<file path="src/rtl/tcdm_pkg.sv">
// Shared sizes, address field positions and bundle types
// for the four-master, four-bank TCDM crossbar

package tcdm_pkg;

    //////////////////////////////////////////////////////////////////////
    // Sizes
    //////////////////////////////////////////////////////////////////////
    localparam int N_MASTER       = 4;      // Master ports
    localparam int N_BANK         = 4;      // Interleaved SRAM banks
    localparam int DATA_WIDTH     = 32;
    localparam int BE_WIDTH       = DATA_WIDTH / 8;
    localparam int ADDR_WIDTH     = 32;     // Master byte address
    localparam int ROW_WIDTH      = 8;      // 256 words per bank
    localparam int N_ROWS         = 1 << ROW_WIDTH;

    // Address layout, low to high: byte offset, bank select, row
    localparam int BYTE_OFFSET    = 2;
    localparam int BANK_SEL_WIDTH = 2;
    localparam int BANK_SEL_LSB   = BYTE_OFFSET;
    localparam int ROW_LSB        = BANK_SEL_LSB + BANK_SEL_WIDTH;

    //////////////////////////////////////////////////////////////////////
    // Scalar types
    //////////////////////////////////////////////////////////////////////
    typedef logic [DATA_WIDTH-1:0]     data_t;
    typedef logic [BE_WIDTH-1:0]       be_t;
    typedef logic [ADDR_WIDTH-1:0]     addr_t;
    typedef logic [BANK_SEL_WIDTH-1:0] bank_sel_t;
    typedef logic [ROW_WIDTH-1:0]      row_t;
    typedef logic [N_MASTER-1:0]       master_id_t;   // One-hot, bit k is master k
    typedef logic [N_BANK-1:0]         bank_vec_t;    // One bit per bank

    // Master side bundles
    typedef struct packed {
        logic  req;
        logic  wen;      // 1 load, 0 store
        addr_t addr;
        data_t wdata;
        be_t   be;
    } master_req_t;

    typedef struct packed {
        logic  gnt;      // Same cycle as req
        logic  r_valid;  // One cycle after gnt
        data_t r_rdata;  // Loads only
    } master_rsp_t;

    // Bank side bundles, tagged with the one-hot requester
    typedef struct packed {
        logic       req;
        logic       wen;
        row_t       row;
        data_t      wdata;
        be_t        be;
        master_id_t id;
    } bank_req_t;

    typedef struct packed {
        logic       r_valid;
        data_t      r_rdata;
        master_id_t r_id;
    } bank_rsp_t;

endpackage

</file>
<file path="src/rtl/tcdm_master_port.sv">
// Master side of the crossbar
// Bank decode, request fan-out, grant gather and response select

`timescale 1ns/1ns

module tcdm_master_port
#(
    parameter int MASTER_INDEX = 0                                 // Sets the one-hot ID
)
(
    // Master side
    input  tcdm_pkg::master_req_t req_i,
    output tcdm_pkg::master_rsp_t rsp_o,

    // Toward the bank arbiters
    output tcdm_pkg::bank_vec_t   bank_req_o,                      // One-hot bank request
    output tcdm_pkg::bank_req_t   payload_o,                       // Shared by all banks
    input  tcdm_pkg::bank_vec_t   bank_gnt_i,                      // Grant bit per bank

    // From the bank arbiters
    input  tcdm_pkg::bank_vec_t   bank_r_valid_i,                  // Valid bit per bank
    input  tcdm_pkg::data_t       bank_r_rdata_i [tcdm_pkg::N_BANK]
);

    tcdm_pkg::bank_sel_t  bank_sel;                                // Decoded bank index
    tcdm_pkg::master_id_t my_id;

    //////////////////////////////////////////////////////////////////////
    // Request path
    //////////////////////////////////////////////////////////////////////

    // Consecutive words go to consecutive banks
    assign bank_sel = req_i.addr[tcdm_pkg::BANK_SEL_LSB +: tcdm_pkg::BANK_SEL_WIDTH];
    assign my_id    = tcdm_pkg::master_id_t'(1) << MASTER_INDEX;

    always_comb
    begin
        // Exactly one bank sees the request
        bank_req_o           = '0;
        bank_req_o[bank_sel] = req_i.req;

        // Payload goes to every arbiter, only the addressed one uses it
        payload_o.req   = req_i.req;                               // Arbiter sets its own
        payload_o.wen   = req_i.wen;
        payload_o.row   = req_i.addr[tcdm_pkg::ROW_LSB +: tcdm_pkg::ROW_WIDTH];
        payload_o.wdata = req_i.wdata;
        payload_o.be    = req_i.be;
        payload_o.id    = my_id;                                   // Routes the response back
    end

    //////////////////////////////////////////////////////////////////////
    // Grant and response path
    //////////////////////////////////////////////////////////////////////

    always_comb
    begin
        // Only the addressed bank can grant us
        rsp_o.gnt     = |(bank_gnt_i & bank_req_o);

        // At most one bank answers per cycle, one grant per cycle
        rsp_o.r_valid = |bank_r_valid_i;
        rsp_o.r_rdata = '0;
        for (int b = 0; b < tcdm_pkg::N_BANK; b++)
        begin
            if (bank_r_valid_i[b])
            begin
                rsp_o.r_rdata = bank_r_rdata_i[b];                 // Answering bank's word
            end
        end
    end

endmodule

</file>
<file path="config.mk">
export PLATFORM = sky130hd
export DESIGN_NAME = tcdm_master_port
export DESIGN_NICKNAME = d
export VERILOG_FILES = /design/src/rtl/tcdm_pkg.sv /design/src/rtl/tcdm_master_port.sv
export SDC_FILE = /design/constraint.sdc
export NUM_CORES = 1
export LEC_CHECK = 0
export ABC_AREA = 1
export BUFFER_PORTS_ARGS = -buffer_cell sky130_fd_sc_hd__buf_2
export CORE_AREA = 5 5 112 114
export DETAILED_ROUTE_END_ITERATION = 10
export DIE_AREA = 0 0 117 119
export PLACE_DENSITY_LB_ADDON = 0.08
export SYNTH_ARGS = -nofsm -noshare
export SYNTH_HDL_FRONTEND = slang
export SYNTH_SLANG_ARGS = --single-unit
export TNS_END_PERCENT = 100
</file>
<file path="constraint.sdc">
create_clock -name vclk -period 0.8
set_input_delay 0.12 -clock vclk [all_inputs]
set_output_delay 0.12 -clock vclk [all_outputs]
set_load 0.005 [all_outputs]
</file>
======== Word level (Yosys, flattened, before mapping) ========
Cells that the tools add are included.
Widths: inputs -> output; s select.
operators by class
  reduce and logical (&&, ||, !) cells .... 3
  magnitude comparators ................... 2
  bitwise operators ....................... 2
  multiplexer cells ....................... 6
operators with widths
  kind                number
  $mux 32             4
  $and 4x4->4         2
  $reduce_or 4->1     2
  $lt 2x3->1 const B  1
  $demux 1 s2         1
  $ge 2x1->1 const B  1
  $logic_and 1x1->1   1
  $mux 1              1
storage, ports and cells
  bits in registers ....................... 0
  input port bits ......................... 206
  word-level logic and storage cells ...... 13
  output and inout bits ................... 88

======== Depth between registers and ports, before layout ========
Gate-level depths: netlist of run 1.
  depth after elaboration ................. 7
  gate-level depth with buffers ........... 7
  depth with buffers taken out ............ 5

======== Worst setup path after synthesis of run 1 ========
No wires, ideal clock.
  kind .................................... input to output
  start ................................... input port bank_r_valid_i[2]
  end ..................................... output port rsp_o[1] in the netlist's numbering
  path slack .............................. 0.031 ns
  path buffers ............................ 2
  required time ........................... 0.680 ns
  stages .................................. 7
  data arrival time ....................... 0.649 ns
  cell sequence ........................... buf_6 inv_8 buf_12 nor2_2 nor2_1 nand2_1 nand2_1
RTL lines
  element      line                    RTL
  from (decl)  tcdm_master_port.sv:21  input tcdm_pkg::bank_vec_t bank_r_valid_i,
  to (decl)    tcdm_master_port.sv:13  output tcdm_pkg::master_rsp_t rsp_o,

==> metrics.log, run 1 <==
INFO  metric finalWorstPathRequiredPeriod = 952 ps
INFO  metric worstPathRequired = 680 ps
INFO  metric dpl.hpwl = 6380 µm
INFO  metric routing_usage_on_met2 = 21.7%
INFO  metric setup-violations-final = 33
INFO  metric power.share.clock = 0%
INFO  metric holdPathEnd = payload_o[13]
INFO  metric post_synth_fa_ha_maj_area_fraction = 0%
INFO  metric synth_largest_area_cell = sky130_fd_sc_hd__nand2_1
INFO  metric globalplace.congestion = 0.718
INFO  metric power.share.combinational = 100.0%
INFO  metric floorplan.rows = 39
INFO  metric fin_setup_tns = -4030 ps
INFO  metric gr-total-overflow = 0
INFO  metric startpoint_type = input port
INFO  metric yosysTopAreaCellShare = 25.9%
INFO  metric final_nets = 694
INFO  metric drc = 0
INFO  metric fp.dieArea = 13,900 µm²
INFO  metric min_delay_path_depth = 0
INFO  metric die_h = 119 µm
INFO  metric final.clkbuf_count = 0
INFO  metric synth.distinct_cells = 16
INFO  metric worst_path_fanout_max = 7
INFO  metric first_iter_violations = 106
INFO  metric synth.mux.area_fraction = 0%
INFO  metric grt_use_total = 11.9%
INFO  metric p_switching = 786 µW
INFO  metric criticalPathCategory = input port to output pin
INFO  metric core_area = 11,300 µm²
INFO  metric syn2layout_area_growth = 63.2%
INFO  metric drt.antenna.violating_nets = 0
INFO  metric design_power_total = 1.65 mW
INFO  metric boundary_pin_count = 294
INFO  metric num_antenna_cells = 0
INFO  metric vias_per_cell = 4.10
INFO  metric end_kind = output pin
INFO  metric place.port_buffers = 178
INFO  metric ff_latch_area = 0 µm²
INFO  metric avgRoutedWirePerCell = 14.5 µm
INFO  metric grt_first_pass_wirelength = 13,400 µm
INFO  metric grt_busiest_layer = met2
INFO  metric p_leak = 1.67 nW
INFO  metric power_per_cell_area = 535 nW/µm²
INFO  metric mostFrequentLayoutCells = 171 x sky130_fd_sc_hd__buf_2, 131 x sky130_fd_sc_hd__nand2_1, 36 x sky130_fd_sc_hd__nor2_1
INFO  metric main_combinational_cell_family_by_area_after_synthesis = simple AND/OR/NAND/NOR gates
INFO  metric yosys_warnings = 0
INFO  metric synth_compound_area_share = 8.45%
INFO  metric yosys.area_share.simple = 53.9%
INFO  metric grt.met3_usage = 2.59%
INFO  metric initial_antenna_violation_count = 0
INFO  metric timing_max_transition_violations_final = 0
INFO  metric synth_xor_xnor_area_share = 0%
INFO  metric maxClockFrequency = 1050 MHz
INFO  metric rsz0062_at_grt = yes
INFO  metric grt_util_met1 = 14.7%
INFO  metric netSwitchingFraction = 47.5%
INFO  metric design.seq.count = 0
INFO  metric outcome = finished with violations
INFO  metric final_layout_size_suffix_gt1_share = 56.4%
INFO  metric mappedNetlistArea = 1900 µm²
INFO  metric drt_pre_antenna_iters = 4
INFO  metric pre_cts_slack = -244 ps
INFO  metric holdBufCountCts = 0
INFO  metric die-width = 117 µm
INFO  metric ir_drop = 0.161 mV
INFO  metric postRouteWirelength = 9130 µm
INFO  metric maxCapViolCount = 0
INFO  metric failed_checks = setup timing
INFO  metric final.period_utilization = 119%
INFO  metric synth_area_leaders = sky130_fd_sc_hd__nand2_1 26%, sky130_fd_sc_hd__buf_4 21%, sky130_fd_sc_hd__nor2_2 9.9%, sky130_fd_sc_hd__nand3_1 9.2%, sky130_fd_sc_hd__a21oi_1 8.4%
INFO  metric final_critical_path_setup_slack = -152 ps
INFO  metric timing.hold.worst.start = req_i[9]
INFO  metric sequentialPowerShare = 0%
INFO  metric placed_cells_incl_taps = 617
INFO  metric hold_viol_final = 0
INFO  metric mostFrequentLayoutCell = sky130_fd_sc_hd__buf_2
INFO  metric cellInternalPower = 868 µW
INFO  metric cp_data_arrival_time = 830 ps
INFO  metric sequential_share_of_the_synthesized_area = 0%
INFO  metric stdcell_count = 629
INFO  metric min_path_type = input port to output pin
INFO  metric initial_core_util = 16.7%
INFO  metric synth.avg_cell_area = 5.29 µm²
INFO  metric vias = 2,581
INFO  metric layout.core_utilization = 27.3%
INFO  metric maximum_number_of_pins_on_one_net_before_global_route_repair = 33
INFO  metric first_global_vias = 2,617
INFO  metric syn-instance-count = 358
[worst max-delay path, cell delays in order]
cell and delay (ps):
sky130_fd_sc_hd__buf_16 150, sky130_fd_sc_hd__buf_12 150, sky130_fd_sc_hd__a21oi_4 110, sky130_fd_sc_hd__nand2_1 70
sky130_fd_sc_hd__nand2_1 50, sky130_fd_sc_hd__nand2_1 50, sky130_fd_sc_hd__buf_2 130
[cells in the mapped netlist]
| cell type | count |
|---|---|
| sky130_fd_sc_hd__inv_8 | 1 |
| sky130_fd_sc_hd__buf_4 | 54 |
| sky130_fd_sc_hd__nand4_1 | 1 |
| sky130_fd_sc_hd__buf_12 | 3 |
| sky130_fd_sc_hd__inv_6 | 1 |
| sky130_fd_sc_hd__buf_6 | 12 |
| sky130_fd_sc_hd__nor3_1 | 2 |
| sky130_fd_sc_hd__inv_1 | 8 |
| sky130_fd_sc_hd__clkbuf_8 | 3 |
| sky130_fd_sc_hd__buf_2 | 3 |
| sky130_fd_sc_hd__nand3_1 | 35 |
| sky130_fd_sc_hd__nand2_1 | 131 |
| sky130_fd_sc_hd__nor2_1 | 40 |
| sky130_fd_sc_hd__conb_1 | 2 |
| sky130_fd_sc_hd__nor2_2 | 30 |
| sky130_fd_sc_hd__a21oi_1 | 32 |
[kinds of logic after synthesis]
logic type / count (synthesis)
AND/OR/NAND/NOR: 239
buffers and inverters: 85
other: 2
AO/OA/AOI/OAI: 32
[worst max path at each step]
stage / endpoint / slack, ps / from
after global routing: rsp_o[13] / -210 / bank_r_valid_i[1]
after global placement: rsp_o[3] / -240 / bank_r_valid_i[1]
after CTS: rsp_o[4] / -190 / bank_r_valid_i[2]
after floorplan: rsp_o[1] / 30 / bank_r_valid_i[2]
final: rsp_o[21] / -150 / bank_r_valid_i[1]
after detailed placement: rsp_o[0] / -240 / bank_r_valid_i[1]
[final cells by class]
type                       count  area, µm²
tap                          143        179
inverter                      10       65.1
fill                        1291       8230
multi-input combinational    275       1410
timing repair buffer         201       1440
[per-layer routing]
metal / vias up / wire, µm
met5: - / 0
met4: 0 / 103
met3: 14 / 861
met2: 123 / 4470
met1: 1125 / 3690
li1: 1319 / -
[power by group through the flow]
stage	Sequential, mW	Clock, mW	Combinational (mW)
after floorplan	0	0	0.887
after global placement	0	0	1.31
after detailed placement	0	0	1.31
after CTS	0	0	1.63
after global routing	0	0	1.82
final	0	0	1.65
[repair_timing]
| action | 4_1_cts | 5_1_grt |
|---|---|---|
| pin swaps | 6 | 14 |
| cloned | 9 | 0 |
| resized for setup | 56 | 29 |
| endpoints found under the setup margin | 34 | 34 |
| buffers inserted | 3 | 2 |
[per-stage QoR]
stage | area (µm²) | hold slack [ps]
5_1_grt | 3090 | 240
6_report | 3090 | 240
3_5_place_dp | 2520 | 240
3_3_place_gp | 2520 | 240
4_1_cts | 2990 | 240
2_1_floorplan | 1900 | 274
(Power assumes the default switching activity.)
==> run 2: changes to the inputs <==
Settings changed: CORE_AREA 5 5 112 114 to 2 2 115 117.
==> run 2 against run 1 <==
Utilization down 3.1 points. Critical path depth unchanged. The run still ends with setup timing left. Sequential cell count unchanged. Setup slack worse by 11 ps. Largest cell class unchanged. Count of clock-buffer cells in the layout unchanged. Cell count up 5.6%. Global-route usage down 0.59 points. First-iteration DRC count down 25%. Wire length down 3.9%. Fmax down 1.2%. Die area unchanged.
==> metrics.log, run 2 (synthesis gave the netlist of run 1 again) <==
INFO  metric grt_use_total = 11.3%
INFO  metric postRouteWirelength = 8770 µm
INFO  metric place.port_buffers = 178
INFO  metric p_switching = 764 µW
INFO  metric rsz0062_at_grt = yes
INFO  metric n_fill_cell = 1,510
INFO  metric sequentialPowerShare = 0%
INFO  metric final.period_utilization = 120%
INFO  metric cp_data_arrival_time = 840 ps
INFO  metric floorplan.rows = 42
INFO  metric grt_first_pass_wirelength = 12,600 µm
INFO  metric final.clkbuf_count = 0
INFO  metric initial_core_util = 14.7%
INFO  metric maxClockFrequency = 1040 MHz
INFO  metric first_global_vias = 2,521
INFO  metric timing_max_transition_violations_final = 0
INFO  metric critical_path.most_common_cell = sky130_fd_sc_hd__nand2_1
INFO  metric mostFrequentLayoutCell = sky130_fd_sc_hd__buf_2
INFO  metric syn2layout_area_growth = 64.8%
INFO  metric final_layout_size_suffix_gt1_share = 55.7%
INFO  metric num_antenna_cells = 0
INFO  metric startpoint_type = input port
INFO  metric slowest_delay = 160 ps
INFO  metric globalplace.congestion = 0.716
INFO  metric cellInternalPower = 870 µW
INFO  metric fp.dieArea = 13,900 µm²
INFO  metric critPathTopFamily = buffers and inverters
INFO  metric worstPathRequired = 680 ps
INFO  metric holdBufCountCts = 0
INFO  metric vias = 2,546
INFO  metric core_area = 12,900 µm²
INFO  metric layout.core_utilization = 24.3%
INFO  metric power.share.clock = 0%
INFO  metric boundary_pin_count = 294
INFO  metric cells_along_the_critical_path = buf_16 -> buf_12 -> a21oi_2 -> nand2_1 -> nand2_1 -> nand2_1 -> buf_2
INFO  metric first_iter_violations = 79
INFO  metric worst_setup_path_start = bank_r_valid_i[1]
INFO  metric area_of_the_multi_input_gates = 1370 µm²
INFO  metric failed_checks = setup timing
INFO  metric gr-total-overflow = 0
INFO  metric fin_setup_tns = -4390 ps
INFO  metric power.share.combinational = 100.0%
INFO  metric combined_buffer_and_inverter_count_along_the_critical_path = 3
INFO  metric pre_cts_slack = -257 ps
INFO  metric ir_drop = 0.199 mV
INFO  metric end_kind = output pin
INFO  metric finalWorstPathRequiredPeriod = 963 ps
INFO  metric ff_latch_area = 0 µm²
INFO  metric maxCapViolCount = 0
INFO  metric dpl.hpwl = 6220 µm
INFO  metric design.seq.count = 0
INFO  metric final_critical_path_setup_slack = -163 ps
INFO  metric setup-violations-final = 32
INFO  metric drt.antenna.violating_nets = 0
INFO  metric die-width = 117 µm
INFO  metric drt_pre_antenna_iters = 4
INFO  metric p_leak = 1.68 nW
INFO  metric worst_path_fanout_max = 8
INFO  metric hold_viol_final = 0
INFO  metric vias_per_cell = 3.83
INFO  metric fin_worst_hold_slack = 240 ps
INFO  metric final_nets = 696
INFO  metric avgRoutedWirePerCell = 13.2 µm
INFO  metric min_path_type = input port to output pin
INFO  metric mostFrequentLayoutCells = 171 x sky130_fd_sc_hd__buf_2, 130 x sky130_fd_sc_hd__nand2_1, 35 x sky130_fd_sc_hd__nor2_1
INFO  metric netSwitchingFraction = 46.8%
INFO  metric critical_path_depth = 7
INFO  metric drc = 0
INFO  metric power_per_cell_area = 523 nW/µm²
INFO  metric criticalPathCategory = input port to output pin
INFO  metric outcome = finished with violations
INFO  metric crit_end = rsp_o[29]
INFO  metric die_h = 119 µm
INFO  metric worst_path_slowest_cell = sky130_fd_sc_hd__buf_12
INFO  metric initial_antenna_violation_count = 0
INFO  metric maximum_number_of_pins_on_one_net_before_global_route_repair = 33
[run 2: routing by layer]
layer / global-route usage [%] / vias to the layer above / part of all wire, %
met2: 21.6 / 110 / 51
met5: 0 / - / 0
met3: 2.24 / 16 / 7.2
met1: 13.1 / 1098 / 40
met4: 1.47 / 0 / 1.2
li1: - / 1322 / -
[run 2: area by class of cell]
cell class                      instances  share of cell area, %
Inverter                               10                   2.12
Multi-Input combinational cell        275                   43.7
Tap cell                              176                   7.05
Timing Repair Buffer                  203                   47.1
[run 2: power groups by stage]
stage	Combinational, mW	Clock [mW]	Sequential (mW)
global route	1.82	0	0
detailed placement	1.30	0	0
CTS	1.55	0	0
finish	1.63	0	0
floorplan	0.887	0	0
global placement	1.31	0	0
[run 2: metrics by stage]
| step | cells | power, mW | instance area [µm²] |
|---|---|---|---|
| final | 664 | 1.63 | 3120 |
| after global routing | 664 | 1.82 | 3120 |
| after CTS | 661 | 1.55 | 2930 |
| after detailed placement | 652 | 1.30 | 2570 |
| after global placement | 652 | 1.31 | 2570 |
| after floorplan | 360 | 0.887 | 1900 |
[run 2: worst min-delay path by stage]
stage,start,endpoint,slack (ps),depth (start not counted)
floorplan,req_i[39],bank_req_o[0],270,1
global placement,req_i[12],payload_o[16],240,0
detailed placement,req_i[12],payload_o[16],240,0
CTS,req_i[12],payload_o[16],240,0
global route,req_i[68],payload_o[48],240,0
finish,req_i[9],payload_o[13],240,0
[run 2: repair_timing]
item / 4_1_cts / 5_1_grt
pin swaps: 11 / 16
gates resized for setup: 52 / 29
setup endpoints to repair: 34 / 35
endpoints found under the hold margin: 0 / 0
gates cloned: 6 / 3
buffers inserted: 4 / 0
==> run 3: changes to the inputs <==
--- a/config.mk
+++ b/config.mk
@@ -8,3 +8,3 @@
 export ABC_AREA = 1
-export BUFFER_PORTS_ARGS = -buffer_cell sky130_fd_sc_hd__buf_2
+export BUFFER_PORTS_ARGS = -buffer_cell sky130_fd_sc_hd__clkbuf_2
 export CORE_AREA = 2 2 115 117
==> constraint.sdc (replaced) <==
create_clock -name vclk -period 0.8
set_input_delay 0.12 -clock vclk [all_inputs]
set_output_delay 0.12 -clock vclk [all_outputs]
set_load 0.01 [all_outputs]
==> run 3 against run 2 <==
Critical endpoint is now rsp_o[15]. Largest power group unchanged. Design area grew 3.8%. The run still ends with setup timing left. Global-route usage increased by 0.31 points. Via count is 1.9% higher. Wire length shrank 0.89%.
==> metrics.log, run 3 (synthesis gave the netlist of run 1 again) <==
INFO  metric finish.instance_area = 3240 µm²
INFO  metric setup-violations-final = 33
INFO  metric ff_latch_area = 0 µm²
INFO  metric rsz0062_at_grt = yes
INFO  metric worstPathRequired = 680 ps
INFO  metric final_layout_size_suffix_gt1_share = 62.6%
INFO  metric dpl.hpwl = 6400 µm
INFO  metric finalWorstPathRequiredPeriod = 996 ps
INFO  metric die_h = 119 µm
INFO  metric postRouteWirelength = 8700 µm
INFO  metric avgRoutedWirePerCell = 13.1 µm
INFO  metric n_fill_cell = 1,489
INFO  metric criticalPathCategory = input port to output pin
INFO  metric worst_path_slowest_cell = sky130_fd_sc_hd__clkbuf_16
INFO  metric grt_first_pass_wirelength = 12,800 µm
INFO  metric initial_core_util = 14.7%
INFO  metric mostFrequentLayoutCell = sky130_fd_sc_hd__clkbuf_2
INFO  metric first_global_vias = 2,596
INFO  metric mostFrequentLayoutCells = 165 x sky130_fd_sc_hd__clkbuf_2, 100 x sky130_fd_sc_hd__nand2_1, 35 x sky130_fd_sc_hd__nor2_1
INFO  metric syn2layout_area_growth = 71.0%
INFO  metric final.period_utilization = 125%
INFO  metric final_nets = 694
INFO  metric fin_worst_hold_slack = 240 ps
INFO  metric first_iter_violations = 74
INFO  metric cp_data_arrival_time = 880 ps
INFO  metric critical_path.most_common_cell = sky130_fd_sc_hd__clkbuf_16
INFO  metric min_delay_path_depth = 0
INFO  metric timing_max_transition_violations_final = 0
INFO  metric grt_use_total = 11.6%
INFO  metric final.clkbuf_count = 0
INFO  metric power_per_cell_area = 551 nW/µm²
INFO  metric initial_antenna_violation_count = 0
INFO  metric floorplan.rows = 42
INFO  metric core_area = 12,900 µm²
INFO  metric drt.antenna.violating_nets = 0
INFO  metric gr-total-overflow = 0
INFO  metric boundary_pin_count = 294
INFO  metric pre_cts_slack = -305 ps
INFO  metric ir_drop = 0.167 mV
INFO  metric final_critical_path_setup_slack = -196 ps
INFO  metric maximum_number_of_pins_on_one_net_before_global_route_repair = 33
INFO  metric hold_viol_final = 0
INFO  metric drt_pre_antenna_iters = 4
INFO  metric slowest_delay = 170 ps
INFO  metric startpoint_type = input port
INFO  metric place.port_buffers = 178
INFO  metric p_leak = 1.72 nW
INFO  metric design.seq.count = 0
INFO  metric vias = 2,595
INFO  metric num_antenna_cells = 0
INFO  metric maxClockFrequency = 1000 MHz
INFO  metric drc = 0
INFO  metric failed_checks = setup timing
INFO  metric holdPathEnd = payload_o[14]
INFO  metric area_of_the_multi_input_gates = 1450 µm²
INFO  metric end_kind = output pin
INFO  metric timing.hold.worst.start = req_i[10]
INFO  metric globalplace.congestion = 0.738
INFO  metric placement.cell_area = 2670 µm²
INFO  metric min_path_type = input port to output pin
INFO  metric worst_path_fanout_max = 8
INFO  metric fin_setup_tns = -5430 ps
INFO  metric vias_per_cell = 3.92
INFO  metric maxCapViolCount = 0
INFO  metric outcome = finished with violations
INFO  metric fp.dieArea = 13,900 µm²
INFO  metric die-width = 117 µm
INFO  metric cells_along_the_critical_path = clkbuf_16 -> clkinv_16 -> clkbuf_16 -> nor2_2 -> nor2_1 -> nand2_1 -> nand2_2 -> clkbuf_2
-- run 3: cell count changes in the layout (fill, tap and decap cells not counted), sizes merged --
cell / previous run / this run
inv: 10 / 9
clkinv: 0 / 1
clkbuf: 3 / 172
buf: 199 / 27
bufbuf: 1 / 2
-- run 3: power by group --
part | leakage, nW | total, mW | switching [mW] | internal (mW)
Sequential | 0 | 0 | 0 | 0
Combinational | 1.72 | 1.79 | 0.870 | 0.917
Clock | 0 | 0 | 0 | 0
Total | 1.72 | 1.79 | 0.870 | 0.917
-- run 3: how the worst max path moves through the flow --
stage / depth (start not counted) / slack [ps] / end / startpoint
6_report: 8 / -200 / rsp_o[15] / bank_r_valid_i[2]
5_1_grt: 7 / -250 / rsp_o[6] / bank_r_valid_i[1]
4_1_cts: 8 / -210 / rsp_o[12] / bank_r_valid_i[2]
3_5_place_dp: 8 / -310 / rsp_o[21] / bank_r_valid_i[2]
3_3_place_gp: 8 / -300 / rsp_o[1] / bank_r_valid_i[2]
2_1_floorplan: 7 / 9 / rsp_o[1] / bank_r_valid_i[2]
-- run 3: timing repair --
item,CTS,global route
pin swaps,14,15
setup buffers,1,0
endpoints found under the setup margin,35,35
gates cloned,7,1
resized for setup,52,34
hold buffers,0,0
-- run 3: per-stage QoR --
stage / instances / util (%) / power [mW]
after floorplan: 360 / - / 1.06
after global placement: 654 / 20.7 / 1.46
after detailed placement: 654 / 20.7 / 1.45
after CTS: 661 / 24.0 / 1.73
after global routing: 662 / 25.2 / 1.97
final: 662 / 25.2 / 1.79
-- run 3: layout make-up --
type	count	area share, %
Tap cell	176	6.80
Timing Repair Buffer	201	46.2
Inverter	10	2.43
Multi-Input combinational cell	275	44.6
-- run 3: layer usage --
| layer | track usage (%) | wire (µm) |
|---|---|---|
| met1 | 13.8 | 3400 |
| met2 | 21.8 | 4500 |
| met3 | 2.09 | 712 |
| met4 | 1.69 | 89 |
| met5 | 0 | 0 |
-- run 3: critical path, delay by kind of cell --
| kind | cells | cell delay, ps |
|---|---|---|
| buf+inv | 4 | 510 |
| simple gates | 4 | 240 |
