[config.mk]
export PLATFORM = sky130hd
export DESIGN_NAME = tcdm_bank_arbiter
export DESIGN_NICKNAME = d
export VERILOG_FILES = /design/src/rtl/tcdm_pkg.sv /design/src/rtl/tcdm_bank_arbiter.sv
export SDC_FILE = /design/constraint.sdc
export NUM_CORES = 1
export LEC_CHECK = 0
export ABC_AREA = 1
export BUFFER_PORTS_ARGS = -buffer_cell sky130_fd_sc_hd__buf_2
export CAP_MARGIN = 20
export CORE_AREA = 5 5 125 127
export DETAILED_ROUTE_END_ITERATION = 8
export DIE_AREA = 0 0 130 132
export HOLD_SLACK_MARGIN = 0.06
export SYNTH_ARGS = -nofsm -noshare
export SYNTH_HDL_FRONTEND = slang
export SYNTH_SLANG_ARGS = --single-unit
[constraint.sdc]
create_clock -name clk -period 2.8 [get_ports clk]
set_input_delay 0.28 -clock clk [delete_from_list [all_inputs] [get_ports clk]]
set_output_delay 0.28 -clock clk [all_outputs]
set_load 0.03 [all_outputs]
[src/rtl/tcdm_pkg.sv]
// Shared sizes, address field positions and bundle types
// for the four-master, four-bank TCDM crossbar

package tcdm_pkg;

    //////////////////////////////////////////////////////////////////////
    // Sizes
    //////////////////////////////////////////////////////////////////////
    localparam int N_MASTER       = 4;      // Master ports
    localparam int N_BANK         = 4;      // Interleaved SRAM banks
    localparam int DATA_WIDTH     = 32;
    localparam int BE_WIDTH       = DATA_WIDTH / 8;
    localparam int ADDR_WIDTH     = 32;     // Master byte address
    localparam int ROW_WIDTH      = 8;      // 256 words per bank
    localparam int N_ROWS         = 1 << ROW_WIDTH;

    // Address layout, low to high: byte offset, bank select, row
    localparam int BYTE_OFFSET    = 2;
    localparam int BANK_SEL_WIDTH = 2;
    localparam int BANK_SEL_LSB   = BYTE_OFFSET;
    localparam int ROW_LSB        = BANK_SEL_LSB + BANK_SEL_WIDTH;

    //////////////////////////////////////////////////////////////////////
    // Scalar types
    //////////////////////////////////////////////////////////////////////
    typedef logic [DATA_WIDTH-1:0]     data_t;
    typedef logic [BE_WIDTH-1:0]       be_t;
    typedef logic [ADDR_WIDTH-1:0]     addr_t;
    typedef logic [BANK_SEL_WIDTH-1:0] bank_sel_t;
    typedef logic [ROW_WIDTH-1:0]      row_t;
    typedef logic [N_MASTER-1:0]       master_id_t;   // One-hot, bit k is master k
    typedef logic [N_BANK-1:0]         bank_vec_t;    // One bit per bank

    // Master side bundles
    typedef struct packed {
        logic  req;
        logic  wen;      // 1 load, 0 store
        addr_t addr;
        data_t wdata;
        be_t   be;
    } master_req_t;

    typedef struct packed {
        logic  gnt;      // Same cycle as req
        logic  r_valid;  // One cycle after gnt
        data_t r_rdata;  // Loads only
    } master_rsp_t;

    // Bank side bundles, tagged with the one-hot requester
    typedef struct packed {
        logic       req;
        logic       wen;
        row_t       row;
        data_t      wdata;
        be_t        be;
        master_id_t id;
    } bank_req_t;

    typedef struct packed {
        logic       r_valid;
        data_t      r_rdata;
        master_id_t r_id;
    } bank_rsp_t;

endpackage

[src/rtl/tcdm_bank_arbiter.sv]
// Round-robin arbiter in front of one bank
// Forwards the winner's payload and routes the bank response back

`timescale 1ns/1ns

module tcdm_bank_arbiter
(
    input  logic                 clk,
    input  logic                 reset_i,

    // Master side, already transposed
    input  tcdm_pkg::master_id_t req_i,                              // Requests for this bank
    input  tcdm_pkg::bank_req_t  payload_i [tcdm_pkg::N_MASTER],     // Every master's payload
    output tcdm_pkg::master_id_t gnt_o,                              // One-hot or zero

    // Bank side
    output tcdm_pkg::bank_req_t  bank_req_o,
    input  tcdm_pkg::bank_rsp_t  bank_rsp_i,

    // Response back to the masters
    output tcdm_pkg::master_id_t r_valid_o,
    output tcdm_pkg::data_t      r_rdata_o
);

    // Priority mask, set bits are masters after the last winner
    tcdm_pkg::master_id_t mask_q;
    tcdm_pkg::master_id_t masked_req;
    tcdm_pkg::master_id_t pick_masked;                               // Lowest masked requester
    tcdm_pkg::master_id_t pick_any;                                  // Lowest requester overall

    //////////////////////////////////////////////////////////////////////
    // Round-robin grant
    //////////////////////////////////////////////////////////////////////

    assign masked_req  = req_i & mask_q;
    assign pick_masked = masked_req & (~masked_req + 1'b1);          // Isolate lowest set bit
    assign pick_any    = req_i & (~req_i + 1'b1);

    // Wrap to the lowest requester once the mask runs dry
    assign gnt_o = (|masked_req) ? pick_masked : pick_any;

    // Pointer moves only when someone wins
    always_ff @(posedge clk)
    begin
        if (reset_i)
        begin
            mask_q <= '1;                                            // Master 0 first
        end
        else if (|gnt_o)
        begin
            mask_q <= ~((gnt_o << 1) - 1'b1);                        // Everyone above the winner
        end
    end

    //////////////////////////////////////////////////////////////////////
    // Request forwarding
    //////////////////////////////////////////////////////////////////////

    always_comb
    begin
        bank_req_o = '0;
        for (int m = 0; m < tcdm_pkg::N_MASTER; m++)
        begin
            if (gnt_o[m])
            begin
                bank_req_o = payload_i[m];                           // Winner's payload
            end
        end
        bank_req_o.req = |gnt_o;                                     // Master's own req not used
    end

    //////////////////////////////////////////////////////////////////////
    // Response routing
    //////////////////////////////////////////////////////////////////////

    // The returned ID is already one-hot, qualify it with the valid
    assign r_valid_o = bank_rsp_i.r_valid ? bank_rsp_i.r_id : '0;
    assign r_rdata_o = bank_rsp_i.r_rdata;                           // Meaningful on loads only

endmodule

# --- Yosys cells after proc, flatten, opt, wreduce, memory -nomap -nowiden ---
# Index checks and enable logic that the tools add are counted.
op_classes:
  addsub: 3
  muxes: 6
  n_bitwise: 6
  reduce_logical: 2
op_table:
  columns: ["operator", "n"]
  rows:
  - ["49-bit 2-to-1 mux", 4]
  - ["4-bit bitwise AND", 3]
  - ["4-bit NOT", 3]
  - ["4-bit by 1-bit adder with 4-bit output (second input constant)", 2]
  - ["4-bit 2-to-1 mux", 2]
  - ["4-bit OR reduction", 2]
  - ["4-bit by 1-bit subtractor with 4-bit output (second input constant)", 1]
totals:
  ff_bits: 4
  input_bits: 243
  out_inout_bits: 90
  wordCells: 18

# --- Logic depth before layout (Yosys ltp) ---
# Gate-level depths: netlist of run 1.
logic_depth:
  word_depth: 9
  ltp_mapped: 11
  ltp_nobuf: 10

# --- Least setup slack after synthesis of run 1 ---
# No wires, ideal clock.
synth_timing:
  path_kind: "register to output"
  start: "reg mask_q[0]"
  end: "out bank_req_o[49] in the netlist's numbering"
  t_arrival_ns: 1.563
  required_time_ns: 2.520
  setup_slack_ns: 0.957
  path_stages_with_launch: 10
  path_buffers: 1
  path_cell_list: "dfxtp_1 nand2_2 nand2_2 nor2_4 nand2_1 nand2_2 buf_4 inv_1 ha_1 nand3_1"
synth_rtl:
  columns: ["item", "line", "rtl"]
  rows:
  - ["start, declared", "tcdm_bank_arbiter.sv:26", "tcdm_pkg::master_id_t mask_q;"]
  - ["start signal, assigned", "tcdm_bank_arbiter.sv:51", "mask_q <= ~((gnt_o << 1) - 1'b1);"]
  - ["end, declared", "tcdm_bank_arbiter.sv:17", "output tcdm_pkg::bank_req_t bank_req_o,"]

==> results of run 1 <==
-- worst max-delay path, stage by stage (launching register included) --
cell	delay, ns
dfxtp_1	0.31
nand2_1	0.16
inv_1	0.08
nor2_2	0.15
nand2_4	0.09
inv_4	0.41
nand2_1	0.18
nand4_1	0.13
buf_2	0.21
-- report_power, final --
group / switching [mW] / internal [mW] / leakage, nW
Combinational: 0.717 / 0.344 / 1.70
Sequential: 0.00638 / 0.0673 / 0.0334
Clock: 0.0416 / 0.183 / 0.0370
Total: 0.765 / 0.594 / 1.77
-- path summary, 6_finish.rpt --
check	startpoint	endpoint	slack, ns
setup reg to reg	mask_q[2]	mask_q[3]	0.94
hold reg to reg	mask_q[0]	mask_q[0]	0.47
hold / removal	reset_i	mask_q[3]	0.29
setup / recovery	mask_q[2]	bank_req_o[39]	0.57
-- final cells by class --
cell class              count  share of cell area
flip-flops and latches      4              0.0260
inverters                  13              0.0167
multi-input cells         286               0.412
clock buffers               3              0.0244
well taps                 184              0.0748
repair buffers            269               0.446
-- cells in the mapped netlist (all sizes together) --
| cell type | n | area, um^2 |
|---|---|---|
| a21oi | 1 | 8.76 |
| buf | 52 | 389 |
| dfxtp | 4 | 80.1 |
| ha | 1 | 12.5 |
| inv | 13 | 51.3 |
| nand2 | 220 | 851 |
| nand3 | 6 | 30.0 |
| nand4 | 51 | 319 |
| nor2 | 5 | 28.8 |
| o21ai | 1 | 5.00 |
| or2 | 1 | 6.26 |
-- cell usage in the layout (no fill, tap or decap), drive strengths merged --
| cell | instances |
|---|---|
| a21oi | 1 |
| buf | 269 |
| clkbuf | 3 |
| dfxtp | 4 |
| ha | 1 |
| inv | 13 |
| nand2 | 220 |
| nand3 | 6 |
| nand4 | 51 |
| nor2 | 5 |
| o21ai | 1 |
| or2 | 1 |
-- per-stage QoR --
stage | util | cells | hold WS, ns | power (mW) | cell area [um^2]
floorplan | - | 355 | 0.406 | 0.858 | 1780
global placement | 0.210 | 756 | 0.461 | 1.15 | 3000
detailed placement | 0.210 | 756 | 0.469 | 1.15 | 3000
CTS | 0.215 | 759 | 0.289 | 1.38 | 3080
global route | 0.215 | 759 | 0.316 | 1.45 | 3080
finish | 0.215 | 759 | 0.292 | 1.36 | 3080
-- metal layers --
layer  global-route usage  routed length (um)  vias to the layer above
li1                     -                   -                     1551
met1               0.0981                3380                     1263
met2                0.183                4800                      185
met3               0.0263                1100                       29
met4               0.0306                 266                        0
met5                    0                   0                        -
-- cells by family (layout without fill, tap and decap cells) --
| group | count (synthesis) | count (layout) | synth area share |
|---|---|---|---|
| AO/OA/AOI/OAI | 2 | 2 | 0.00772 |
| adder cells (fa/ha/maj) | 1 | 1 | 0.00702 |
| flip-flops | 4 | 4 | 0.0449 |
| AND/OR/NAND/NOR | 283 | 283 | 0.693 |
| buffers and inverters | 65 | 285 | 0.247 |
==> impl_metrics.py, run 1 <==
metrics = {
    "die": {
        "die_x_um": 130,
        "die-area_mm2": 0.0172,
        "die_y_um": 132,
        "fp-row-count": 44,
        "initial_utilization": 0.124,
        "io_pins": 333,
        "fp.coreArea_mm2": 0.0143,
    },
    "sta": {
        "setup_viol": 0,
        "report.final.slew_viol_count": 0,
        "fin_crit_ns": 2.23,
        "max_freq_mhz": 448,
        "worst_pin_slew_ns": 0.548,
        "setup-tns-final_ns": 0,
        "fin_skew_ns": 0.000801,
        "rsz0062_at_grt": "no",
        "slew_headroom": 0.635,
        "hold_violations": 0,
        "fin_ws_ns": 0.570,
        "timing.final.crit_share": 0.796,
    },
    "critical_path": {
        "start_kind": "flip-flop",
        "cp.required_ns": 2.52,
        "endpoint_kind": "output port",
        "cp.arrival_ns": 1.95,
        "worst-r2r-cell-count": 10,
        "path_max_fanout": 50,
        "crit_type": "flip-flop to output port",
    },
    "synthesis": {
        "ys_types": 18,
        "ys_ff_latch": 4,
        "seq_area_frac_synth": 0.0449,
        "syn_inst": 355,
        "synth.avg_cell_area_um2": 5.02,
        "syn-num-nets": 599,
        "synth_area_mm2": 0.00178,
        "yosys_warnings": 0,
    },
    "clock_network": {
        "clk_latency_ns": 0.23,
        "ctsRootBufferMaster": "clkbuf_16",
        "post-cts-setup-buffers": 0,
        "clk_pin_slew_ns": 0.03,
        "cts.path.max_buffers": 2,
        "hold_buffers": 0,
        "cts_tree": "yes",
        "h-tree-depth": 1,
        "cts.repair.resized": 0,
        "cts_buffers": 3,
        "cts_sinks": 4,
    },
    "power": {
        "p_leak_nw": 1.77,
        "power_density_mw_per_mm2": 442,
        "peakVddDrop_mv": 0.356,
    },
    "route": {
        "drc_errors": 0,
        "antenna_left": 0,
        "wl_per_cell_um": 12.6,
        "vias": 3028,
        "via_per_inst": 3.99,
        "drt_iter0_markers": 136,
        "drt-total-wl_um": 9550,
        "drt-pass1-iter-count": 6,
    },
    "outcome": {
        "status": "finished, final reports clean",
    },
    "cells_and_area": {
        "largest-register": "mask_q",
        "top_regs": "mask_q x4",
        "final_layout_size_suffix_gt1_frac": 0.492,
        "largest_register_ffs": 4,
        "syn_to_final_growth_pct": 72.7,
        "diodes": 0,
        "nNetsFinal": 821,
        "fillers": 1676,
        "multi_input_area_mm2": 0.00127,
        "regArea_um2": 80.1,
    },
    "worst_hold_path": {
        "whs_path_depth": 3,
        "hp-class": "input port to flip-flop",
    },
    "global_routing": {
        "grt_util_all_layers": 0.0954,
        "grt_max_degree": 51,
        "gr-total-overflow": 0,
        "grt_pass1_wl_um": 13400,
        "grt_pass1_vias": 2821,
        "antenna_found_initial": 0,
    },
    "placed_design": {
        "hpwl_um": 8100,
        "gp_routability_congestion": 0.789,
        "dp_slack_ns": 0.661,
        "port_buffers": 264,
    },
    "job": {
        "maxCapViolCount": 0,
    },
}
No activity file was read; power rests on OpenSTA's default activity.
==> run 2: changes to the inputs <==
Settings changed: ABC_AREA 1 to 0, CORE_AREA 5 5 125 127 to 5 5 127 129, DIE_AREA 0 0 130 132 to 0 0 132 134.
Clock period 2.8 ns to 1.88 ns, I/O delays scaled along.
==> run 2 against run 1 <==
  * The flow now finishes with violations (negative setup slack)
  * Largest cell class is now multi-input gates
  * Synthesized area down 3.8%
  * First-iteration DRC count down 39%
  * Non-clock buffer count up 27
  * Largest power group unchanged
  * Cell area up 50%
  * Setup slack worse by 0.81 ns
==> impl_metrics.py, run 2 <==
metrics = {
    "critical_path": {
        "r2r-end": "mask_q[0]",
        "endpoint_kind": "output port",
        "worst-r2r-cell-count": 9,
        "path_max_fanout": 24,
        "cp.arrival_ns": 1.93,
        "start_kind": "flip-flop",
        "crit_start": "mask_q[0]",
        "worstReg2RegStart": "mask_q[0]",
        "cp-endpoint": "bank_req_o[18]",
        "rrSetupSlack_ns": 0.10,
        "path_depth": 8,
        "max_stage_delay_ns": 0.38,
        "cp_cell_sequence": "a222oi_1 > buf_4 > o211ai_4 > inv_4 > nor2_4 > buf_12 > a31oi_4 > buf_6",
        "path_delay_family": "compound AO/OA/AOI/OAI gates",
        "cp.required_ns": 1.69,
        "cp_slowest_cell": "a222oi_1",
        "cp_num_buf_inv": 4,
        "crit_type": "flip-flop to output port",
    },
    "clock_network": {
        "clk_pin_slew_ns": 0.03,
        "cts.path.max_buffers": 2,
        "hold_buffers": 0,
        "h-tree-depth": 1,
        "ctsRootBufferMaster": "clkbuf_16",
        "cts_sinks": 4,
        "cts_buffers": 3,
        "clk_latency_ns": 0.23,
        "cts_tree": "yes",
    },
    "synthesis": {
        "synth_area_mm2": 0.00171,
        "synth_edf_count": 0,
        "synth_top_area_cell": "a31oi_1",
        "syn_inst": 298,
        "synth_area_leaders": "a31oi_1, o22ai_1, nand3_1",
        "synth.avg_cell_area_um2": 5.75,
        "ys_ff_latch": 4,
        "ys_types": 26,
        "syn-num-nets": 542,
        "seq_area_frac_synth": 0.0467,
        "synth_ff_type": "dfxtp_1",
        "yosysMostFrequentCell": "nand2_1",
        "yosys-top-cells-count": "nand2_1, a31oi_1, nand3_1, o22ai_1, buf_4",
        "yosys_warnings": 0,
        "yosys.area.top_type_share": 0.179,
        "synthArstFlopShare": 0,
    },
    "sta": {
        "setup_viol": 50,
        "fin_skew_ns": 0.00573,
        "report.final.slew_viol_count": 0,
        "slew_headroom": 0.733,
        "fin_crit_ns": 2.12,
        "hold_slack_ns": 0.216,
        "rsz0062_at_grt": "yes",
        "fin_ws_ns": -0.240,
        "max_freq_mhz": 472,
        "hold_violations": 0,
        "worst_pin_slew_ns": 0.401,
        "timing.final.crit_share": 1.13,
    },
    "route": {
        "antenna_left": 0,
        "via_per_inst": 4.63,
        "wl_per_cell_um": 16.2,
        "vias": 3339,
        "drt-total-wl_um": 11600,
        "drc_errors": 0,
        "drt-pass1-iter-count": 4,
        "drt_iter0_markers": 83,
    },
    "job": {
        "maxCapViolCount": 0,
    },
    "die": {
        "die-area_mm2": 0.0177,
        "die_y_um": 134,
        "fp.coreArea_mm2": 0.0149,
        "initial_utilization": 0.115,
        "io_pins": 333,
        "die_x_um": 132,
        "fp-row-count": 45,
    },
    "cells_and_area": {
        "largest_register_ffs": 4,
        "largest-register": "mask_q",
        "top_regs": "mask_q x4",
        "mostFrequentLayoutCell": "buf_2",
        "syn_to_final_growth_pct": 169,
        "layout_common_cells": "buf_2, buf_6, nand2_1",
        "final_layout_size_suffix_gt1_frac": 0.756,
        "fin_area_mm2": 0.00461,
        "diodes": 0,
        "nNetsFinal": 779,
    },
    "global_routing": {
        "grt_util_all_layers": 0.119,
        "gr-total-overflow": 0,
        "grt_pass1_vias": 3479,
        "grt_max_degree": 30,
        "antenna_found_initial": 1,
        "grt_pass1_wl_um": 17800,
    },
    "power": {
        "share_seq_of_total_power": 0.033,
        "power_frac_comb": 0.862,
        "peakVddDrop_mv": 0.264,
        "swShare": 0.494,
        "p_switching_mw": 1.57,
        "power_density_mw_per_mm2": 690,
        "clkPwrFrac": 0.105,
        "power.internal_mw": 1.61,
        "p_leak_nw": 1.95,
    },
    "placed_design": {
        "port_buffers": 264,
        "gp_routability_congestion": 0.805,
        "place_area_mm2": 0.00391,
        "hpwl_um": 9410,
    },
    "worst_hold_path": {
        "hp-class": "input port to flip-flop",
        "hold_start": "reset_i",
    },
    "outcome": {
        "violations": "negative setup slack",
        "status": "finished, violations left",
    },
}
run 2: cell types whose count changed in the layout (fill, tap and decap cells not counted), sizes merged, moves of 3 or more:
cell | previous run | this run
and2 | 0 | 4
buf | 269 | 295
nand2 | 220 | 52
o22ai | 0 | 49
nand4 | 51 | 0
nor2 | 5 | 2
a31oi | 0 | 49
nand3 | 6 | 49
inv | 13 | 7
run 2: cells by family after synthesis:
| kind of cell | count (synthesis) | synth area share |
|---|---|---|
| flops | 4 | 0.0467 |
| simple gates | 109 | 0.282 |
| fa+ha+maj | 1 | 0.00730 |
| compound gates | 113 | 0.431 |
| buf+inv | 71 | 0.233 |
run 2: final cells by class:
| class | count | area (um^2) |
|---|---|---|
| Inverter | 7 | 28.8 |
| Sequential cell | 4 | 81.3 |
| Tap cell | 188 | 235 |
| Clock buffer | 3 | 75.1 |
| Multi-Input combinational cell | 223 | 2200 |
| Timing Repair Buffer | 296 | 1990 |
| Fill cell | 1603 | 10300 |
run 2: worst min path at each step:
| stage | to | slack, ns | cells after the start |
|---|---|---|---|
| 2_1_floorplan | mask_q[0] | 0.27 | 1 |
| 3_3_place_gp | r_rdata_o[0] | 0.38 | 0 |
| 3_5_place_dp | r_rdata_o[0] | 0.38 | 0 |
| 4_1_cts | mask_q[0] | 0.19 | 2 |
| 5_1_grt | mask_q[0] | 0.24 | 2 |
| 6_report | mask_q[0] | 0.22 | 2 |
run 2: worst register-to-register path, delay by kind of cell (launching register included):
kind            cells  cell delay [ns]
compound gates      3             0.79
fa+ha+maj           1             0.17
buf+inv             3             0.30
flops               1             0.31
simple gates        2             0.10
run 2: timing repair:
item                                    4_1_cts  5_1_grt
pin swaps                                     6        2
gates resized for setup                     140       17
endpoints found under the setup margin       51       52
buffers inserted                              0        1
run 2: stage by stage:
step | power (mW) | setup slack [ns] | std cells | util | TNS (ns)
2_1_floorplan | 1.77 | -0.0960 | 298 | - | -2.82
3_3_place_gp | 2.37 | -0.0710 | 717 | 0.262 | -1.48
3_5_place_dp | 2.39 | -0.142 | 717 | 0.262 | -2.62
4_1_cts | 3.17 | -0.251 | 720 | 0.304 | -11.19
5_1_grt | 3.34 | -0.335 | 721 | 0.309 | -14.73
6_report | 3.19 | -0.240 | 721 | 0.309 | -10.25
run 2: metal layers:
| metal | share of wire | routed length, um | GRT usage |
|---|---|---|---|
| met1 | 0.37 | 4320 | 0.130 |
| met3 | 0.084 | 977 | 0.0379 |
| met4 | 0.019 | 224 | 0.0309 |
| met2 | 0.52 | 6110 | 0.223 |
| met5 | 0.00094 | 11 | 0 |
run 2: power groups by stage:
stage / clock network [mW] / logic, mW / registers, mW
2_1_floorplan: 0 / 1.66 / 0.111
3_3_place_gp: 0 / 2.27 / 0.106
3_5_place_dp: 0 / 2.29 / 0.106
4_1_cts: 0.343 / 2.73 / 0.105
5_1_grt: 0.348 / 2.89 / 0.107
6_report: 0.334 / 2.75 / 0.105
==> run 3: changes to the inputs <==
Settings changed: CORE_AREA 5 5 127 129 to 5 5 126 128, DIE_AREA 0 0 132 134 to 0 0 131 133.
Clock period 1.88 ns to 2.35 ns, I/O delays scaled along.
==> run 3 against run 2 <==
  * The flow now finishes without violations
  * Cell area fell by 29%
  * Count of clock-buffer cells in the layout did not move
  * Sequential cell count did not move
  * Combinational power fell by 46%
  * Critical path type unchanged
  * Largest power group unchanged
==> impl_metrics.py, run 3 (synthesis results as in run 2) <==
metrics = {
    "power": {
        "swShare": 0.547,
        "p_total_mw": 1.83,
        "power_density_mw_per_mm2": 561,
        "p_switching_mw": 1.00,
        "p_leak_nw": 1.66,
        "power_frac_comb": 0.808,
        "clkPwrFrac": 0.145,
        "share_seq_of_total_power": 0.047,
        "power.internal_uw": 829,
        "peakVddDrop_mv": 0.207,
    },
    "placed_design": {
        "hpwl_um": 9070,
        "gp_routability_congestion": 0.814,
        "port_buffers": 264,
        "dp_cells": 705,
    },
    "clock_network": {
        "cts_sinks": 4,
        "cts_buffers": 3,
        "ctsRootBufferMaster": "clkbuf_16",
        "clk_pin_slew_ns": 0.03,
        "hold_buffers": 0,
        "cts.path.max_buffers": 2,
        "cts_tree": "yes",
        "clk_latency_ns": 0.22,
        "h-tree-depth": 1,
    },
    "global_routing": {
        "gr-total-overflow": 0,
        "grt_max_degree": 53,
        "antenna_found_initial": 0,
        "grt_pass1_wl_um": 15600,
        "grt_pass1_vias": 3170,
        "grt_util_all_layers": 0.111,
    },
    "die": {
        "die_x_um": 131,
        "io_pins": 333,
        "initial_utilization": 0.116,
        "fp-row-count": 45,
        "die_y_um": 133,
        "die-area_mm2": 0.0174,
        "fp.coreArea_mm2": 0.0148,
    },
    "sta": {
        "report.final.slew_viol_count": 0,
        "slew_headroom": 0.701,
        "fin_skew_ns": 0.000569,
        "hold_violations": 0,
        "fin_crit_ns": 2.25,
        "setup_viol": 0,
        "timing.final.crit_share": 0.959,
        "max_freq_mhz": 444,
        "worst_pin_slew_ns": 0.448,
        "setup-tns-final_ns": 0,
        "rsz0062_at_grt": "no",
    },
    "route": {
        "via_per_inst": 4.56,
        "drt-total-wl_um": 11100,
        "drt_iter0_markers": 145,
        "drc_errors": 0,
        "antenna_left": 0,
        "vias": 3232,
        "drt-pass1-iter-count": 4,
        "wl_per_cell_um": 15.7,
    },
    "critical_path": {
        "crit_type": "flip-flop to output port",
        "cp.arrival_ns": 2.02,
        "cp.required_ns": 2.12,
        "path_max_fanout": 25,
        "cp_slowest_cell": "dfxtp_1",
        "max_stage_delay_ns": 0.32,
        "cp_cell_sequence": "a222oi_1 > buf_4 > a21o_2 > buf_12 > nand3_1 > a31oi_1 > buf_2",
        "start_kind": "flip-flop",
        "endpoint_kind": "output port",
    },
    "outcome": {
        "status": "finished, final reports clean",
    },
    "cells_and_area": {
        "syn_to_final_growth_pct": 90.5,
        "final_layout_size_suffix_gt1_frac": 0.570,
        "largest_register_ffs": 4,
        "diodes": 0,
        "nNetsFinal": 767,
        "fillers": 1713,
        "mostFrequentLayoutCell": "buf_2",
        "top_regs": "mask_q x4",
        "layout_common_cells": "buf_2, nand2_1, nand3_1, o22ai_1, a31oi_1",
        "largest-register": "mask_q",
        "post-route-util": 0.221,
        "fin_cells": 709,
    },
    "job": {
        "maxCapViolCount": 0,
    },
    "worst_hold_path": {
        "hp-class": "input port to flip-flop",
    },
}
run 3: cell types whose count changed in the layout (fill, tap and decap cells not counted), moves of 5 or more:
cell,previous run,this run
buf_6,54,2
a31oi_1,0,49
nand3_1,44,49
nand3_2,5,0
a31oi_4,41,0
a31oi_2,8,0
buf_2,212,262
buf_4,21,12
o22ai_2,33,0
o22ai_1,16,49
run 3: per-stage QoR:
step / setup slack (ns) / cell area [um^2] / hold WS, ns
floorplan: 0.0582 / 1710 / 0.321
global placement: -0.143 / 3100 / 0.469
detailed placement: 0.118 / 3120 / 0.469
CTS: 0.0238 / 3210 / 0.241
global route: 0.00854 / 3270 / 0.257
finish: 0.0962 / 3270 / 0.241
run 3: critical path: cells and delay by family (launching register included):
family / cells / cell delay, ns
simple gates: 1 / 0.09
flops: 1 / 0.32
compound gates: 3 / 0.75
buf+inv: 3 / 0.61
run 3: worst paths after layout:
path             start  cells after the start        endpoint  slack (ns)
min reg2reg  mask_q[1]                      2       mask_q[1]        0.60
min            reset_i                      2       mask_q[0]        0.24
max          mask_q[0]                      7  bank_req_o[25]         0.1
max reg2reg  mask_q[0]                      9       mask_q[0]        0.43
run 3: routing by layer:
layer | track usage | share of wire | up-vias
met3 | 0.0226 | 0.099 | 26
li1 | - | - | 1552
met1 | 0.121 | 0.36 | 1441
met5 | 0 | 0 | -
met2 | 0.205 | 0.50 | 213
met4 | 0.0451 | 0.031 | 0
run 3: repair_timing:
item,CTS,global route
setup buffers,0,1
gates resized for setup,2,9
gates cloned,0,0
pin swaps,0,2
setup endpoints to repair,3,31
run 3: power by group through the flow:
stage	logic [mW]	clock network [mW]	registers, mW
floorplan	0.973	0	0.0882
global placement	1.43	0	0.0863
detailed placement	1.45	0	0.0865
CTS	1.46	0.266	0.0856
global route	1.58	0.272	0.0879
finish	1.48	0.266	0.0866
run 3: cell type report:
class                      instances  area (um^2)  share of cell area
sequential                         4         80.1              0.0245
inverter                           7         26.3             0.00805
clock buffer                       3         75.1              0.0230
tap                              188          235              0.0720
multi-input combinational        223         1280               0.393
timing repair buffer             284         1570               0.480
